`src/include/cpuParams.svh`:
```
/*
 * CPU core parameters
 * word, register file and instruction constant widths
 */
`ifndef CPU_PARAMS_SVH
`define CPU_PARAMS_SVH

`define DATA_WIDTH 32 // datapath word
`define REG_COUNT 32
`define REG_ADDR_WIDTH 5 // rs/rt/rd field width

// constant field of the immediate forms
`define CONST_WIDTH 15
`define LUI_SHIFT 17 // puts the constant in bits 31:17

`endif

```
`src/design/cpuPkg.sv`:
```
/*
 * CPU core package
 * opcode and ALU encodings, pipeline record types
 */
`include "cpuParams.svh"

package cpuPkg;

	// instruction opcodes, bits 31:26
	typedef enum logic [5:0] {
		OP_ADD = 6'd0,
		OP_SUB = 6'd1,
		OP_AND = 6'd2,
		OP_OR = 6'd3,
		OP_XOR = 6'd4,
		OP_SLT = 6'd5,
		OP_ADDI = 6'd8,
		OP_ORI = 6'd9,
		OP_LUI = 6'd10
	} opcode_t;

	typedef enum logic [2:0] {
		ALU_ADD,
		ALU_SUB,
		ALU_AND,
		ALU_OR,
		ALU_XOR,
		ALU_SLT
	} aluOp_t;

	// result headed for the register file
	typedef struct packed {
		logic [`REG_ADDR_WIDTH-1:0] dest;
		logic [`DATA_WIDTH-1:0] value;
	} regWrite_t;

	// decode to execute record
	typedef struct packed {
		aluOp_t aluOp;
		logic immSel; // operand B from imm
		logic zeroA; // LUI: operand A forced to zero
		logic [`REG_ADDR_WIDTH-1:0] dest;
		logic [`DATA_WIDTH-1:0] opA; // forwarded rs
		logic [`DATA_WIDTH-1:0] opB; // forwarded rt
		logic [`DATA_WIDTH-1:0] imm;
	} decoded_t;

endpackage

```
`src/design/cpuCore.sv`:
```
/*
 * three-stage integer core
 * decode, execute and result stages around the register file
 */
`include "cpuParams.svh"

module cpuCore (
	input logic clk,
	input logic arstN,
	input logic inValid,
	input logic [`DATA_WIDTH-1:0] instr,
	output logic inReady,
	output logic retireValid,
	output cpuPkg::regWrite_t retire,
	input logic retireReady
);

	logic [`REG_ADDR_WIDTH-1:0] rsIdx, rtIdx;
	logic [`DATA_WIDTH-1:0] rsVal, rtVal;
	logic decValid, execReady;
	cpuPkg::decoded_t dec;
	cpuPkg::regWrite_t fwdExec, ex;
	logic fwdExecValid, exValid, resultReady;
	logic wrEn;

	regFile u_regFile (
		.clk, .arstN, .rsIdx, .rtIdx, .wrEn,
		.wr(retire), // retire record is the write
		.rsVal, .rtVal
	);

	decodeStage u_decodeStage (
		.clk, .arstN, .inValid, .instr, .inReady,
		.rsIdx, .rtIdx, .rsVal, .rtVal,
		.fwdExec, .fwdExecValid,
		.fwdRes(ex), .fwdResValid(exValid),
		.fwdRet(retire), .fwdRetValid(retireValid),
		.decValid, .dec, .execReady
	);

	executeStage u_executeStage (
		.clk, .arstN, .decValid, .dec, .execReady,
		.fwdExec, .fwdExecValid, .exValid, .ex, .resultReady
	);

	resultStage u_resultStage (
		.clk, .arstN, .exValid, .ex, .resultReady,
		.retireValid, .retire, .retireReady, .wrEn
	);

endmodule

```
`src/design/decodeStage.sv`:
```
/*
 * decode stage
 * field split, opcode decode, operand forwarding, decode register
 */
`include "cpuParams.svh"

module decodeStage (
	input logic clk,
	input logic arstN,
	input logic inValid,
	input logic [`DATA_WIDTH-1:0] instr,
	output logic inReady,
	output logic [`REG_ADDR_WIDTH-1:0] rsIdx,
	output logic [`REG_ADDR_WIDTH-1:0] rtIdx,
	input logic [`DATA_WIDTH-1:0] rsVal,
	input logic [`DATA_WIDTH-1:0] rtVal,
	input cpuPkg::regWrite_t fwdExec,
	input cpuPkg::regWrite_t fwdRes,
	input cpuPkg::regWrite_t fwdRet,
	input logic fwdExecValid,
	input logic fwdResValid,
	input logic fwdRetValid,
	output logic decValid,
	output cpuPkg::decoded_t dec,
	input logic execReady
);

	cpuPkg::opcode_t opcode;
	logic [`REG_ADDR_WIDTH-1:0] rdIdx;
	logic [`CONST_WIDTH-1:0] constant;
	logic [`DATA_WIDTH-1:0] constZext;
	logic [`DATA_WIDTH-1:0] rsFwd, rtFwd;
	cpuPkg::decoded_t decNext;
	logic opKnown;

	assign opcode = cpuPkg::opcode_t'(instr[31:26]);
	assign rsIdx = instr[24:20];
	assign rtIdx = instr[19:15];
	assign rdIdx = instr[14:10];
	assign constant = instr[14:0]; // overlaps rd
	assign constZext = {{(`DATA_WIDTH-`CONST_WIDTH){1'b0}}, constant};

	// newest in-flight result wins, register file last
	function automatic logic [`DATA_WIDTH-1:0] pickOperand(
		input logic [`REG_ADDR_WIDTH-1:0] idx,
		input logic [`DATA_WIDTH-1:0] rfVal
	);
		if (fwdExecValid && fwdExec.dest == idx)
			return fwdExec.value;
		else if (fwdResValid && fwdRes.dest == idx)
			return fwdRes.value;
		else if (fwdRetValid && fwdRet.dest == idx)
			return fwdRet.value;
		return rfVal;
	endfunction

	always_comb begin
		rsFwd = pickOperand(rsIdx, rsVal);
		rtFwd = pickOperand(rtIdx, rtVal);
	end

	always_comb begin
		decNext = '0;
		opKnown = 1'b1;
		decNext.opA = rsFwd;
		decNext.opB = rtFwd;
		decNext.dest = rdIdx; // register forms write rd
		case (opcode)
			cpuPkg::OP_ADD: decNext.aluOp = cpuPkg::ALU_ADD;
			cpuPkg::OP_SUB: decNext.aluOp = cpuPkg::ALU_SUB;
			cpuPkg::OP_AND: decNext.aluOp = cpuPkg::ALU_AND;
			cpuPkg::OP_OR: decNext.aluOp = cpuPkg::ALU_OR;
			cpuPkg::OP_XOR: decNext.aluOp = cpuPkg::ALU_XOR;
			cpuPkg::OP_SLT: decNext.aluOp = cpuPkg::ALU_SLT;
			cpuPkg::OP_ADDI: begin
				decNext.aluOp = cpuPkg::ALU_ADD;
				decNext.immSel = 1'b1;
				decNext.dest = rtIdx;
				decNext.imm = {{(`DATA_WIDTH-`CONST_WIDTH){constant[`CONST_WIDTH-1]}}, constant};
			end
			cpuPkg::OP_ORI: begin
				decNext.aluOp = cpuPkg::ALU_OR;
				decNext.immSel = 1'b1;
				decNext.dest = rtIdx;
				decNext.imm = constZext;
			end
			cpuPkg::OP_LUI: begin
				// 0 | (const << 17)
				decNext.aluOp = cpuPkg::ALU_OR;
				decNext.immSel = 1'b1;
				decNext.zeroA = 1'b1;
				decNext.dest = rtIdx;
				decNext.imm = constZext << `LUI_SHIFT;
			end
			default: opKnown = 1'b0; // dropped here, never retires
		endcase
	end

	assign inReady = !decValid || execReady;

	always_ff @(posedge clk or negedge arstN) begin
		if (!arstN)
			decValid <= 1'b0;
		else if (inReady)
			decValid <= inValid && opKnown;
	end

	always_ff @(posedge clk) begin
		if (inReady && inValid)
			dec <= decNext;
	end

endmodule

```
`src/design/executeStage.sv`:
```
/*
 * execute stage
 * operand select, ALU and the execute register
 */
`include "cpuParams.svh"

module executeStage (
	input logic clk,
	input logic arstN,
	input logic decValid,
	input cpuPkg::decoded_t dec,
	output logic execReady,
	output cpuPkg::regWrite_t fwdExec,
	output logic fwdExecValid,
	output logic exValid,
	output cpuPkg::regWrite_t ex,
	input logic resultReady
);

	logic [`DATA_WIDTH-1:0] aluA, aluB, aluOut;

	assign aluA = dec.zeroA ? '0 : dec.opA;
	assign aluB = dec.immSel ? dec.imm : dec.opB;

	always_comb begin
		case (dec.aluOp)
			cpuPkg::ALU_ADD: aluOut = aluA + aluB;
			cpuPkg::ALU_SUB: aluOut = aluA - aluB;
			cpuPkg::ALU_AND: aluOut = aluA & aluB;
			cpuPkg::ALU_OR: aluOut = aluA | aluB;
			cpuPkg::ALU_XOR: aluOut = aluA ^ aluB;
			cpuPkg::ALU_SLT: begin
				// signed compare
				aluOut = ($signed(aluA) < $signed(aluB)) ? `DATA_WIDTH'd1 : '0;
			end
			default: aluOut = '0;
		endcase
	end

	// newest forwarding source
	assign fwdExec.dest = dec.dest;
	assign fwdExec.value = aluOut;
	assign fwdExecValid = decValid;

	assign execReady = !exValid || resultReady;

	always_ff @(posedge clk or negedge arstN) begin
		if (!arstN)
			exValid <= 1'b0;
		else if (execReady)
			exValid <= decValid;
	end

	always_ff @(posedge clk) begin
		if (execReady && decValid)
			ex <= fwdExec;
	end

endmodule

```
`src/design/regFile.sv`:
```
/*
 * register file, 32 words
 * two combinational read ports, one write port
 */
`include "cpuParams.svh"

module regFile (
	input logic clk,
	input logic arstN,
	input logic [`REG_ADDR_WIDTH-1:0] rsIdx,
	input logic [`REG_ADDR_WIDTH-1:0] rtIdx,
	input logic wrEn,
	input cpuPkg::regWrite_t wr,
	output logic [`DATA_WIDTH-1:0] rsVal,
	output logic [`DATA_WIDTH-1:0] rtVal
);

	logic [`DATA_WIDTH-1:0] regs [`REG_COUNT];

	always_ff @(posedge clk or negedge arstN) begin
		if (!arstN) begin
			for (int i = 0; i < `REG_COUNT; i++)
				regs[i] <= '0; // every register starts at zero
		end else if (wrEn) begin
			regs[wr.dest] <= wr.value;
		end
	end

	assign rsVal = regs[rsIdx];
	assign rtVal = regs[rtIdx];

endmodule

```
`src/design/resultStage.sv`:
```
/*
 * result stage
 * retire register, output handshake and register file write
 */
module resultStage (
	input logic clk,
	input logic arstN,
	input logic exValid,
	input cpuPkg::regWrite_t ex,
	output logic resultReady,
	output logic retireValid,
	output cpuPkg::regWrite_t retire,
	input logic retireReady,
	output logic wrEn
);

	// free when empty or the record leaves this cycle
	assign resultReady = !retireValid || retireReady;

	always_ff @(posedge clk or negedge arstN) begin
		if (!arstN)
			retireValid <= 1'b0;
		else if (resultReady)
			retireValid <= exValid;
	end

	always_ff @(posedge clk) begin
		if (resultReady && exValid)
			retire <= ex; // held while retireReady is low
	end

	// register file takes the record on the transfer edge
	assign wrEn = retireValid && retireReady;

endmodule

```
`config.mk`:
```
export PLATFORM = sky130hd
export DESIGN_NAME = cpuCore
export DESIGN_NICKNAME = d
export VERILOG_FILES = /design/src/design/cpuPkg.sv /design/src/design/cpuCore.sv /design/src/design/decodeStage.sv /design/src/design/executeStage.sv /design/src/design/regFile.sv /design/src/design/resultStage.sv
export VERILOG_INCLUDE_DIRS = /design/src /design/src/include
export SDC_FILE = /design/constraint.sdc
export NUM_CORES = 2
export LEC_CHECK = 0
export BUFFER_PORTS_ARGS = -buffer_cell sky130_fd_sc_hd__buf_2
export CORE_MARGIN = 3
export CORE_UTILIZATION = 32
export DETAILED_ROUTE_END_ITERATION = 10
export GPL_TIMING_DRIVEN = 0
export HOLD_SLACK_MARGIN = 0.12
export PLACE_DENSITY = 0.58
export SYNTH_ARGS = -nofsm -noshare
export SYNTH_HDL_FRONTEND = slang
export SYNTH_SLANG_ARGS = --single-unit
```
`constraint.sdc`:
```
create_clock -name clk -period 4.2 [get_ports clk]
set_clock_uncertainty 0.1 [all_clocks]
set_input_delay 0.84 -clock clk [delete_from_list [all_inputs] [get_ports clk]]
set_output_delay 0.84 -clock clk [all_outputs]
set_load 0.01 [all_outputs]
```
**Word level (Yosys, flattened, before mapping)**

Index checks and enable logic that the tools add are counted.
Widths: inputs -> output; s select.

- Word-level logic and storage cells: 134
- Bits in read-only memories: 0
- Bits in latches: 0
- Memory bits (writable): 0
- Memories: 0
- Register bits after elaboration: 1207

- Div/mod/pow operators: 0
- Shift-type cells: 0
- Eq/ne operators: 19
- Multiplexer cells: 33
- $lt $le $gt $ge: 5
- Multiply operators: 0
- Add/subtract/negate cells: 2
- Bitwise operators: 6
- Reduce and logical (&&, ||, !) cells: 23

Operators with widths:

| kind | count |
|---|---|
| $bwmux 1024 | 1 |
| $mux 32 | 15 |
| $bmux 32 s5 | 2 |
| $pmux 32 s6 | 1 |
| $demux 32 s5 | 1 |
| $pmux 32 s3 | 1 |
| $add 32x32->32 | 1 |
| $and 32x32->32 | 1 |
| $lt 32x32->1 | 1 |
| $or 32x32->32 | 1 |
| $sub 32x32->32 | 1 |
| $xor 32x32->32 | 1 |
| $eq 5x5->1 | 6 |
| $eq 6x4->1 const B | 3 |
| $ge 6x6->1 const B | 3 |
| $not 5->6 | 3 |
| $pmux 3 s5 | 1 |
| $eq 6x2->1 const B | 2 |
| $eq 6x3->1 const B | 2 |
| $logic_and 1x1->1 | 12 |
| $mux 1 | 10 |
| $reduce_or 9->1 | 1 |
| $eq 3x2->1 const B | 2 |
| $eq 3x3->1 const B | 2 |
| other kinds (9) | 14 |

**Longest topological paths before layout**

- Depth in word-level cells: 6
- Mapped depth: 16
- Gate-level depth less buffers: 14

**Cells and area by module**

Synthesis repeated with hierarchy kept, for this count alone.

- Cells, all modules: 6104
- Area, all modules: 70592.7 µm²

By module, submodules not included:

| module | area each (µm²) | seq. area each (µm²) | instances | cells each |
|---|---|---|---|---|
| regFile | 56245.2 | 25624.6 | 1 | 4605 |
| executeStage | 7003.0 | 1136.1 | 1 | 920 |
| decodeStage | 6173.4 | 3178.0 | 1 | 537 |
| resultStage | 1171.1 | 1136.1 | 1 | 42 |

**Worst setup path after synthesis**

Ideal clock, no wire load.

- Path kind: register to register
- From: register, netlist name u_decodeStage.dec[102]
- To: register, netlist name u_decodeStage.dec[57]
- Period minus slack after synthesis: 4.156 ns
- Stages on the path, launching flop included: 15
- Setup slack: 0.044 ns
- Path buffers: 3
- Data arrival time: 3.792 ns
- Cell sequence: edfxtp_1 > clkbuf_1 > buf_1 > mux2i_1 > ha_1 > buf_6 > or4_4 > nor3b_2 > a211o_2 > o311ai_4 > o31ai_4 > a211oi_2 > mux2_4 > a221oi_2 > o21ai_1

==> impl_results.md <==
* Worst-margin pin slew at 1490 ps
* Most frequent cells in the layout: mux2_2, dfrtp_1, mux4_2
* DRT Wirelength at 244000 µm
* Max Cap Violations at 0
* Worst reg2reg setup slack at 80 ps
* Root Buffer: clkbuf_16
* Worst skew pair latency at 810 ps
* Sw Pwr at 7.67 mW
* Final ANT Viol Nets at 0
* Sink Count at 1206
* Post-synth top area cell: dfrtp_1
* TritonCTS clock tree: yes
* Layout cells sized above 1 at 44.4%
* Outcome: complete, but fails checks
* Setup violations, final at 2
* Port Buf Inserts at 65
* Post-Syn Instances at 4753
* Sequential power share at 44.4%
* Final Instance Area at 78400 µm²
* Initial antenna violation count at 18
* Vias per inst at 5.85
* Final setup margin at -16.6 ps
* Drt wl/cell at 30.8 µm
* Synth top area share at 37.4%
* Distinct cells, synth at 90
* Crit path DAT at 4610 ps
* I/O pins at 75
* Internal power at 20.9 mW
* Number of nets in the layout at 5124
* H-Tree Depth at 4
* Most used DFF post-synth: dfrtp_1
* Final Power at 28.6 mW
* Post-synth EDFFs at 179
* Hold Startpoint: instr[31]
* DIE AREA at 220000 µm²
* DP Wirelength at 177000 µm
* Finished Core Util at 36.8%
* Iteration-0 DRC Markers at 5018
* Syn-to-layout area delta at 14.2%
* Final period util at 100%
* Vias post-DR at 46300
* Pwr/cell area at 365 nW/µm²
* Worst Hold Endpoint: u_decodeStage.dec[104]
* Syn_area_per_cell at 14.4 µm²
* Max-slew headroom at 0.720%
* GR Overflow Total at 0
* Crit Path Max Fanout at 10
* Cells on worst reg2reg path at 16
* Setup Crit Path Kind: in2reg
* Post-synthesis instance area at 68700 µm²
* Syn_nets at 4893
* Comb pwr share at 12.7%
* Tightest Hold Check Type: in2reg
* Hold path cells at 2
* Clock slew at reported path FFs at 60 ps
* DRC viols at 0
* Routability cong. at 0.925
* Final Hold Violating Endpoints at 0
* Leak pwr at 33.6 nW
* Worst vdd ir at 328 µV
* Die H at 469 µm
* Most common cell after layout, fill and taps aside: mux2_2
* Num CTS Buffers at 135
* Placed Instance Area at 72800 µm²
* Syn. warnings at 0
* Failing checks: setup timing
* R2r startpoint: u_decodeStage.dec[102]
* FP Rows at 169
* RSZ-0062 raised after global routing: true
* FF-to-FF End: u_decodeStage.dec[89]
* CP Data Required Time at 4590 ps
* First-pass GRT wire length at 347000 µm
* Sequential share of the synthesized area at 45.3%
* Startpoint types: primary input
* Register bit total from synthesis at 1206
* Sw Share at 26.8%
* DRT Pass-1 Iters at 8
* Initial Utilization at 32.3%
* Vias in the first global route at 47000
* Slew Limit Fails at 0
* Achievable Freq at 237 MHz
* Ys async rst share at 85.2%
* Period minus WS final at 4220 ps
* Clk buf depth at 3
* Die Wd at 469 µm
* Pre-CTS WS at -1770 ps
* Clk network pwr share at 42.9%
* Top post-synthesis cells by area: dfrtp_1, mux4_2, mux2_2
* Core Box Area at 213000 µm²
* TNS Setup at -17.1 ps
* Crit. End Element: flip-flop
* Total GRT Usage at 21.7%
* Pin count of the biggest net entering global routing at 170
[power by group through the flow]
stage / Clock (mW) / Combinational [mW] / Sequential (mW)
final: 12.3 / 3.62 / 12.7
after global routing: 12.9 / 3.83 / 12.7
after CTS: 12.4 / 3.50 / 12.7
after detailed placement: 0 / 3.41 / 12.9
after global placement: 0 / 3.34 / 12.9
after floorplan: 0 / 2.17 / 12.8
[registers in the layout, summed over array words and instances (netlist names)]
register,cells
u_regFile.regs,1024
u_resultStage.retire,37
u_executeStage.exValid,1
u_executeStage.ex,37
u_decodeStage.decValid,1
u_resultStage.retireValid,1
u_decodeStage.dec,105
[worst max path at each step]
stage | to | start | depth (start not counted) | slack [ps]
6_report | u_decodeStage.dec[59] | instr[16] | 9 | -20
5_1_grt | u_decodeStage.dec[89] | u_decodeStage.dec[102] | 16 | -20
4_1_cts | u_decodeStage.dec[63] | u_decodeStage.dec[101] | 12 | -50
3_5_place_dp | u_decodeStage.dec[89] | u_decodeStage.dec[102] | 13 | -1770
3_3_place_gp | u_regFile.regs[153] | arstN | 1 | -20640
2_1_floorplan | u_decodeStage.dec[57] | u_decodeStage.dec[102] | 14 | 40
[through the flow]
step	std cells	hold WS, ps
after floorplan	4753	349
after global placement	7639	361
after detailed placement	7649	367
after CTS	7890	253
after global routing	7906	268
final	7911	306
[cell families after synthesis]
| group | after synthesis | synth area share, % |
|---|---|---|
| multiplexers | 1834 | 40.4 |
| flip-flops | 1206 | 45.3 |
| buffers and inverters | 594 | 3.58 |
| AO/OA/AOI/OAI | 487 | 4.73 |
| AND/OR/NAND/NOR | 480 | 3.52 |
| adder cells (fa/ha/maj) | 104 | 1.92 |
| XOR/XNOR | 48 | 0.612 |
[synthesized netlist by cell type (all sizes together) (15+ instances only)]
master and count:
inv 137, a31oi 16, nor4 19, nand3 15, and2 26, nor2b 56
nor3 21, o211ai 73, ha 102, nand2b 18, a211oi 20, mux2 1087
a21oi 109, nor2 105, a21o 26, xnor2 21, mux2i 107, nand2 150
mux4 640, o21ai 116, dfrtp 1027, edfxtp 179, xor2 27, buf 128
clkbuf 329
[worst max-delay path: stages]
cell and delay (ps):
clkbuf_1 590, clkbuf_2 490, clkbuf_2 690, mux4_2 420
mux4_2 480, a211oi_1 580, a21oi_1 140, mux2i_1 240
o31ai_1 110
[per-layer routing]
| layer | up-vias | global-route usage [%] | part of all wire, % |
|---|---|---|---|
| met2 | 2200 | 33.6 | 45 |
| met3 | 524 | 6.67 | 9.6 |
| li1 | 18700 | - | - |
| met1 | 24900 | 28.6 | 41 |
| met4 | 0 | 8.18 | 4.1 |
| met5 | - | 0 | 0 |
[final cells by class]
type / instances / area, µm²
Multi-Input combinational cell: 2953 / 35700
Tap cell: 2821 / 3530
Antenna cell: 10 / 25.0
Timing Repair Buffer: 98 / 800
Fill cell: 20300 / 134000
Clock inverter: 35 / 562
Inverter: 137 / 514
Sequential cell: 1206 / 31100
Buffer: 453 / 2160
Clock buffer: 198 / 4000
[timing repair]
action                     4_1_cts  5_1_grt
buffers inserted                 9       12
resized for setup              129      137
hold buffers                     1        0
pin swaps                       11       22
gates cloned                     0        1
setup endpoints to repair       91       76
hold endpoints to repair       101        0
No activity file was read; power rests on OpenSTA's default activity.
